===== src/source/elevator_cfg.svh =====
// Floor count and field widths for the elevator request controller, included wherever they are needed
`ifndef ELEVATOR_CFG_SVH
`define ELEVATOR_CFG_SVH

////////////////////
// Building size
////////////////////

// Floors served by the car, numbered from 0 at the lowest
`define FLOOR_COUNT 11

// Bits needed to carry one floor number
`define FLOOR_WIDTH 4

// Bits of the state code reported by the car state machine
`define STATE_WIDTH 6

`endif


===== src/source/elevator_pkg.sv =====
// Shared floor types and car state codes, imported by every module of the request controller
`default_nettype none

`include "elevator_cfg.svh"

package elevator_pkg;

    // One floor number, 0 is the lowest floor
    typedef logic [`FLOOR_WIDTH-1:0] floor_t;

    // One bit per floor for buttons and lights
    typedef logic [`FLOOR_COUNT-1:0] floor_mask_t;

    // State codes of the external car state machine
    // Stops come first so that a stop decodes as a plain compare
    typedef enum logic [`STATE_WIDTH-1:0] {
        stop_fl1 = 6'h00, stop_fl2, stop_fl3, stop_fl4,
        stop_fl5, stop_fl6, stop_fl7, stop_fl8,
        stop_fl9, stop_fl10, stop_fl11,
        // Upward moves between neighbouring floors
        up_fl1_fl2 = 6'h0B, up_fl2_fl3, up_fl3_fl4, up_fl4_fl5,
        up_fl5_fl6, up_fl6_fl7, up_fl7_fl8, up_fl8_fl9,
        up_fl9_fl10, up_fl10_fl11,
        // Downward moves between neighbouring floors
        down_fl11_fl10 = 6'h15, down_fl10_fl9, down_fl9_fl8, down_fl8_fl7,
        down_fl7_fl6, down_fl6_fl5, down_fl5_fl4, down_fl4_fl3,
        down_fl3_fl2, down_fl2_fl1,
        // Car halted by its own safety logic
        emergency = 6'h1F
    } car_state_t;

endpackage

`default_nettype wire


===== src/source/request_if.sv =====
// Request bus between the button latch, the floor queue and the dispatcher inside the controller
`default_nettype none

interface request_if;
    import elevator_pkg::*;

    // New pending floor from the latch, one cycle strobe
    logic   push;
    floor_t push_floor;

    // Oldest pending floor and queue status
    floor_t head;
    logic   empty;

    // Served floor leaves the queue
    logic   pop;

    // Power loss or emergency clears everything
    logic   flush;
    // Car parked at a floor with no flush
    logic   arrived;

    modport latch (output push, push_floor, input flush, arrived);

    modport queue (input push, push_floor, pop, flush, arrived, output head, empty);

    modport dispatch (input head, empty, output pop, flush, arrived);

endinterface

`default_nettype wire


===== src/source/dispatch_control.sv =====
// Dispatcher of the request controller, picks the target floor and drives car move and door permits
`default_nettype none

module dispatch_control (
    input  wire                           clock,
    input  wire                           reset_n,
    input  wire elevator_pkg::car_state_t car_state,
    input  wire                           car_direction,
    input  wire elevator_pkg::floor_t     current_floor,
    input  wire                           power_switch,
    input  wire                           emergency_btn,
    input  wire                           door_open_btn,
    input  wire                           door_close_btn,
    output logic                          activate,
    output logic                          direction,
    output logic                          door_open_allowed,
    output logic                          door_close_allowed,
    output elevator_pkg::floor_t          target_floor,
    request_if.dispatch                   req
);
    import elevator_pkg::*;

    logic stopped;

    ////////////////////
    // Car status decode
    ////////////////////

    // Stop codes sit at the bottom of the state encoding
    assign stopped = (car_state <= stop_fl11);

    // Power off or emergency button clears all requests
    assign req.flush   = !power_switch || emergency_btn;
    assign req.arrived = stopped && !req.flush;

    ////////////////////
    // Target selection
    ////////////////////

    // New target only while parked, it holds during moves and flushes
    always_ff @(posedge clock or negedge reset_n) begin
        if (!reset_n) begin
            target_floor <= '0;
        end else if (req.arrived && !req.empty) begin
            target_floor <= req.head;
        end
    end

    // Served floor leaves the queue once the car stands at it
    assign req.pop = req.arrived && !req.empty && (req.head == current_floor);

    ////////////////////
    // Car and door outputs
    ////////////////////

    assign activate = req.arrived && (target_floor != current_floor);

    // Keep the car's own heading unless a move is being requested
    assign direction = activate ? (target_floor > current_floor) : car_direction;

    // Door buttons pass through only with the car parked
    assign door_open_allowed  = door_open_btn && req.arrived;
    assign door_close_allowed = door_close_btn && req.arrived;

endmodule

`default_nettype wire


===== src/source/floor_controller.sv =====
// Top level of the elevator request controller, sits beside the car state machine with plain ports
`default_nettype none

module floor_controller (
    input  wire                            clock,
    input  wire                            reset_n,
    // Hall call and car panel buttons, one bit per floor
    input  wire elevator_pkg::floor_mask_t floor_call_buttons,
    input  wire elevator_pkg::floor_mask_t panel_buttons,
    input  wire                            door_open_btn,
    input  wire                            door_close_btn,
    input  wire                            emergency_btn,
    input  wire                            power_switch,
    // Status from the car state machine
    input  wire elevator_pkg::floor_t      current_floor,
    input  wire elevator_pkg::car_state_t  car_state,
    // Heading of the car, 1 means up
    input  wire                            car_direction,
    // Commands back to the car state machine
    output wire elevator_pkg::floor_t      target_floor,
    output wire                            activate,
    output wire                            direction,
    // Button lamps
    output wire elevator_pkg::floor_mask_t call_lights,
    output wire elevator_pkg::floor_mask_t panel_lights,
    output wire                            door_open_allowed,
    output wire                            door_close_allowed
);

    request_if req_bus ();

    // Button lights and new request pushes
    request_latch latch_i (
        .clock              (clock),
        .reset_n            (reset_n),
        .floor_call_buttons (floor_call_buttons),
        .panel_buttons      (panel_buttons),
        .current_floor      (current_floor),
        .call_lights        (call_lights),
        .panel_lights       (panel_lights),
        .req                (req_bus.latch)
    );

    // Pending floors in arrival order
    request_queue queue_i (
        .clock   (clock),
        .reset_n (reset_n),
        .req     (req_bus.queue)
    );

    // Target floor, move request and door permits
    dispatch_control dispatch_i (
        .clock              (clock),
        .reset_n            (reset_n),
        .car_state          (car_state),
        .car_direction      (car_direction),
        .current_floor      (current_floor),
        .power_switch       (power_switch),
        .emergency_btn      (emergency_btn),
        .door_open_btn      (door_open_btn),
        .door_close_btn     (door_close_btn),
        .activate           (activate),
        .direction          (direction),
        .door_open_allowed  (door_open_allowed),
        .door_close_allowed (door_close_allowed),
        .target_floor       (target_floor),
        .req                (req_bus.dispatch)
    );

endmodule

`default_nettype wire


===== src/source/request_latch.sv =====
// Button light latch for the request controller, turns hall and panel presses into lights and queue pushes
`default_nettype none

module request_latch (
    input  wire                       clock,
    input  wire                       reset_n,
    input  wire elevator_pkg::floor_mask_t floor_call_buttons,
    input  wire elevator_pkg::floor_mask_t panel_buttons,
    input  wire elevator_pkg::floor_t current_floor,
    output elevator_pkg::floor_mask_t call_lights,
    output elevator_pkg::floor_mask_t panel_lights,
    request_if.latch                  req
);
    import elevator_pkg::*;

    floor_mask_t here_mask;
    floor_mask_t pending;
    floor_mask_t panel_cand;
    floor_mask_t call_cand;
    floor_mask_t sel_mask;
    floor_mask_t clear_mask;
    floor_t      sel_floor;
    logic        use_panel;
    logic        sel_valid;

    // Lowest set bit of a floor mask
    function automatic floor_t lowest_floor(input floor_mask_t mask);
        floor_t idx;
        idx = '0;
        for (int i = $bits(floor_mask_t) - 1; i >= 0; i--) begin
            if (mask[i]) begin
                idx = floor_t'(i);
            end
        end
        return idx;
    endfunction

    ////////////////////
    // New request pick
    ////////////////////

    assign here_mask = floor_mask_t'(1) << current_floor;
    assign pending   = call_lights | panel_lights;

    // Pressed buttons whose own light is still off, never the floor we sit at
    assign panel_cand = panel_buttons & ~panel_lights & ~here_mask;
    assign call_cand  = floor_call_buttons & ~call_lights & ~here_mask;

    // Panel wins over hall calls, lowest floor wins inside each group
    assign use_panel = |panel_cand;
    assign sel_floor = use_panel ? lowest_floor(panel_cand) : lowest_floor(call_cand);
    assign sel_valid = (use_panel || (|call_cand)) && !req.flush;
    assign sel_mask  = floor_mask_t'(1) << sel_floor;

    // Only a floor that is not yet pending goes into the queue
    assign req.push       = sel_valid && !(|(pending & sel_mask));
    assign req.push_floor = sel_floor;

    ////////////////////
    // Light registers
    ////////////////////

    // Lights of the parked floor go out on arrival
    assign clear_mask = req.arrived ? here_mask : '0;

    always_ff @(posedge clock or negedge reset_n) begin
        if (!reset_n) begin
            call_lights  <= '0;
            panel_lights <= '0;
        end else if (req.flush) begin
            call_lights  <= '0;
            panel_lights <= '0;
        end else begin
            panel_lights <= (panel_lights & ~clear_mask) |
                            ((sel_valid && use_panel) ? sel_mask : '0);
            call_lights  <= (call_lights & ~clear_mask) |
                            ((sel_valid && !use_panel) ? sel_mask : '0);
        end
    end

endmodule

`default_nettype wire


===== src/source/request_queue.sv =====
// Arrival ordered floor queue of the request controller, one slot per floor so it cannot overflow
`default_nettype none

`include "elevator_cfg.svh"

module request_queue (
    input  wire      clock,
    input  wire      reset_n,
    request_if.queue req
);
    import elevator_pkg::*;

    // Slot storage, payload only
    floor_t slots [`FLOOR_COUNT];

    floor_t                  rd_ptr;
    floor_t                  wr_ptr;
    logic [`FLOOR_WIDTH-1:0] count;
    logic                    take;

    // Circular pointer advance
    function automatic floor_t bump(input floor_t ptr);
        return (ptr == floor_t'(`FLOOR_COUNT - 1)) ? '0 : ptr + 1'b1;
    endfunction

    assign req.empty = (count == '0);
    assign req.head  = slots[rd_ptr];

    // Pops only count while the car is parked and something is queued
    assign take = req.pop && req.arrived && !req.empty;

    ////////////////////
    // Storage write
    ////////////////////

    always_ff @(posedge clock) begin
        if (req.push) begin
            slots[wr_ptr] <= req.push_floor;
        end
    end

    ////////////////////
    // Pointers and count
    ////////////////////

    always_ff @(posedge clock or negedge reset_n) begin
        if (!reset_n) begin
            rd_ptr <= '0;
            wr_ptr <= '0;
            count  <= '0;
        end else if (req.flush) begin
            rd_ptr <= '0;
            wr_ptr <= '0;
            count  <= '0;
        end else begin
            if (req.push) begin
                wr_ptr <= bump(wr_ptr);
            end
            if (take) begin
                rd_ptr <= bump(rd_ptr);
            end
            // Push and pop together leave the count alone
            unique case ({req.push, take})
                2'b10:   count <= count + 1'b1;
                2'b01:   count <= count - 1'b1;
                default: count <= count;
            endcase
        end
    end

endmodule

`default_nettype wire


===== config.mk =====
export PLATFORM = sky130hd
export DESIGN_NAME = floor_controller
export DESIGN_NICKNAME = d
export VERILOG_FILES = /design/src/source/elevator_pkg.sv /design/src/source/request_if.sv /design/src/source/dispatch_control.sv /design/src/source/floor_controller.sv /design/src/source/request_latch.sv /design/src/source/request_queue.sv
export VERILOG_INCLUDE_DIRS = /design/src /design/src/source
export SDC_FILE = /design/constraint.sdc
export NUM_CORES = 1
export LEC_CHECK = 0
export ABC_CLOCK_PERIOD_IN_PS = 12600
export BUFFER_PORTS_ARGS = -buffer_cell sky130_fd_sc_hd__buf_2
export CORE_MARGIN = 4
export CORE_UTILIZATION = 35
export CTS_CLUSTER_DIAMETER = 50
export CTS_CLUSTER_SIZE = 28
export DETAILED_ROUTE_END_ITERATION = 6
export GPL_ROUTABILITY_DRIVEN = 0
export PLACE_DENSITY = 0.57
export SLEW_MARGIN = 20
export SYNTH_ARGS = -nofsm -noshare
export SYNTH_HDL_FRONTEND = slang
export SYNTH_SLANG_ARGS = --single-unit

===== constraint.sdc =====
create_clock -name clock -period 12.6 [get_ports clock]
set_clock_uncertainty 0.2 [all_clocks]
set_input_delay 0.63 -clock clock [delete_from_list [all_inputs] [get_ports clock]]
set_output_delay 0.63 -clock clock [all_outputs]
set_load 0.05 [all_outputs]

==> metrics.md <==
| Metric | Value |
|---|---|
| Run status | `finished, final reports clean` |
| Clk pwr share | `39.8%` |
| Finished Layout Cells | `658` |
| Largest cells by area after synthesis | `edfxtp_1 (28%), dfrtp_1 (20%), mux4_2 (3.9%), a22o_1 (2.6%), nand2_1 (2.6%)` |
| DRC Markers | `0` |
| DRT Wirelength | `12.5 mm` |
| Critical path fanouts, max | `19` |
| Worst VDD drop | `0.0579 mV` |
| DP HPWL | `9.42 mm` |
| Post-synth EDFFs | `44` |
| Slowest-stage cell, CP | `o41ai_1` |
| Critical path class | `in -> reg` |
| Critical Path, Cell by Cell | `buf_2, o41ai_1, o32ai_1, and4bb_1, nand2_1, o32ai_4, nor3_1, a211oi_1, or2_1, ha_1, ha_1, a21o_1, a21oi_1, xor2_1, or3_1, a21oi_1` |
| Final setup TNS | `0 ps` |
| Largest net degree at the start of global routing | `39` |
| Fmax | `166 MHz` |
| Worst endpoint data arrival time | `6090 ps` |
| Clock buffer count from CTS | `9` |
| Area of the multi-input gates | `2240 um2` |
| Via-to-Cell Ratio | `5.61` |
| Share of the synthesized area in the top cell type | `28.3%` |
| Post-DRT Antenna Nets | `0` |
| Synth Register Bits | `82` |
| Synth area leader | `edfxtp_1` |
| Final Setup Violations | `0` |
| Detailed Route Iter0 Violations | `299` |
| CP peak stage delay | `900 ps` |
| Crit-path leading delay family | `compound AO/OA/AOI/OAI gates` |
| Clk root buf | `clkbuf_16` |
| Initial antenna violation count | `0` |
| Resize count post-CTS | `0` |
| RSZ-0062 raised after global routing | `no` |
| Dpl cells | `642` |
| Post-synthesis cell count | `419` |
| Post-CTS Setup Bufs | `0` |
| Final hold vios | `0` |
| Clock sink count | `82` |
| Worst EP required | `12660 ps` |
| First-pass GRT wire length | `19.4 mm` |
| Layout cells sized above 1 | `23.7%` |
| Max_slew headroom | `35.9%` |
| Die width | `123 um` |
| # H-tree levels | `3` |
| Clk slew on worst S/H paths | `60 ps` |
| CP Launch Type | `input port` |
| Total congestion overflow | `0` |
| Max Cap Viol | `0` |
| Core ar. | `12800 um2` |
| Net switching power | `0.169 mW` |
| Sequential Area | `2270 um2` |
| Tot Pwr | `0.618 mW` |
| Top-count cell post-synth | `edfxtp_1` |
| Post-synth cell types | `73` |
| Post-synth ARST share | `46.3%` |
| Area growth, synth to finish | `16.8%` |
| Syn. warnings | `0` |
| Avg Cell Area, Syn | `11.1 um2` |
| Num ports | `69` |
| Routed via count | `3690` |
| Worst-Margin Slew | `949 ps` |
| CP Depth | `16` |
| Post-layout minimum cycle time | `6020 ps` |
| Die H | `123 um` |
| Ant. Diodes | `0` |
| Starting Density | `36.4%` |
| Number of port buffers | `68` |
| Row count | `41` |
| Hold-fix buffers, CTS | `0` |
| Post-synth net total | `468` |
| Final nets | `530` |
| Leakage power | `2.19 nW` |
| Part of the power in registers | `47.2%` |
| Worst hold path class | `in -> async` |
| Worst-Skew Late Latency | `340 ps` |
| Routed wire length per instance | `19.0 um` |
| Pint | `0.450 mW` |
| CTS tree | `built` |
| Dominant synthesized flop cell | `edfxtp_1` |
| PwrDens | `114 nW/um2` |
| 1st-pass router iterations | `4` |
| Clock buffer depth | `2` |
| R2r worst-path depth | `14` |
| Die area | `15200 um2` |
| Vias in the first global route | `3541` |
| Fillcell total | `1235` |
| Syn Std Cell Area | `4670 um2` |
| Period utilisation layout | `47.8%` |
| Top post-synthesis cells by count | `edfxtp_1 (44), dfrtp_1 (38), nand2_1 (32)` |
| Register area share after synthesis | `48.7%` |
| Slew Viols, Final | `0` |
| Buf/Inv on CP | `1` |
| Net Sw Frac | `27.3%` |
| Tot GR Track Use | `17.0%` |
| Critical path capture point type | `register` |
| Logic pwr share | `13.0%` |
## cell families after synthesis
| kind of cell | after synthesis | share of synthesized area (%) |
|---|---|---|
| multiplexers | 18 | 6.09 |
| flip-flops | 82 | 48.7 |
| XOR/XNOR | 6 | 1.13 |
| adder cells (fa/ha/maj) | 10 | 2.84 |
| AO/OA/AOI/OAI | 121 | 20.3 |
| AND/OR/NAND/NOR | 142 | 17.5 |
| buffers and inverters | 40 | 3.49 |
## worst paths after layout
| kind | startpoint | end | slack [ps] |
|---|---|---|---|
| min in group clock | latch_i.panel_lights[5] | latch_i.panel_lights[5] | 340 |
| max in group asynchronous | reset_n | queue_i.wr_ptr[3] | 11450 |
| worst min register to register | latch_i.panel_lights[5] | latch_i.panel_lights[5] | 340 |
| worst min-delay path | reset_n | latch_i.call_lights[9] | 200 |
| worst max register to register | latch_i.panel_lights[10] | queue_i.count[3] | 7400 |
| worst max-delay path | current_floor[0] | queue_i.count[3] | 6580 |
## stage by stage
step	util, %	worst slack (ps)	hold slack (ps)	area (um2)
6_report	42.5	6580	203	5450
5_1_grt	42.5	6160	274	5450
4_1_cts	42.4	6730	244	5440
3_5_place_dp	40.2	6380	317	5160
3_3_place_gp	40.2	6580	327	5160
2_1_floorplan	-	7500	134	4670
## layout by cell type (no fill, tap or decap), types with 5 or more instances in the layout
| master | instances |
|---|---|
| buf_2 | 68 |
| mux2i_1 | 7 |
| and2_1 | 8 |
| nor2b_1 | 13 |
| a22o_1 | 14 |
| a21oi_1 | 18 |
| nand2_1 | 32 |
| inv_1 | 20 |
| nand2b_1 | 14 |
| edfxtp_1 | 44 |
| clkbuf_16 | 9 |
| nor2_1 | 25 |
| mux4_2 | 8 |
| o211a_1 | 5 |
| o211ai_1 | 7 |
| a211oi_1 | 6 |
| ha_1 | 9 |
| o21ai_0 | 16 |
| nor3_1 | 13 |
| dfrtp_1 | 38 |
## cell type report
| type | count | area share, % |
|---|---|---|
| inverter | 20 | 1.38 |
| timing repair buffer | 71 | 6.66 |
| tap | 172 | 3.95 |
| clock buffer | 9 | 4.13 |
| sequential | 82 | 41.7 |
| clock inverter | 7 | 0.987 |
| multi-input combinational | 297 | 41.2 |
## sequential cells by signal, indices dropped and copies added (netlist names)
name                     flops
latch_i.call_lights         11
queue_i.rd_ptr               4
latch_i.panel_lights        11
queue_i.count                4
dispatch_i.target_floor      4
queue_i.wr_ptr               4
queue_i.slots               44
## power by group through the flow
stage                     combinational (mW)  sequential [mW]  clock [mW]
after floorplan                       0.0453            0.306           0
after global placement                0.0791            0.297           0
after detailed placement              0.0795            0.297           0
after CTS                             0.0801            0.292       0.253
after global routing                  0.0885            0.292       0.264
final                                 0.0807            0.292       0.246
## per-layer routing
metal  GRT usage [%]  wire, um  vias up
met3            5.44       935       25
met4            6.44       284        0
met5               0         0        -
li1                -         -     1744
met2            24.3      5540      133
met1            24.0      5730     1788
No activity file was read; power rests on OpenSTA's default activity.
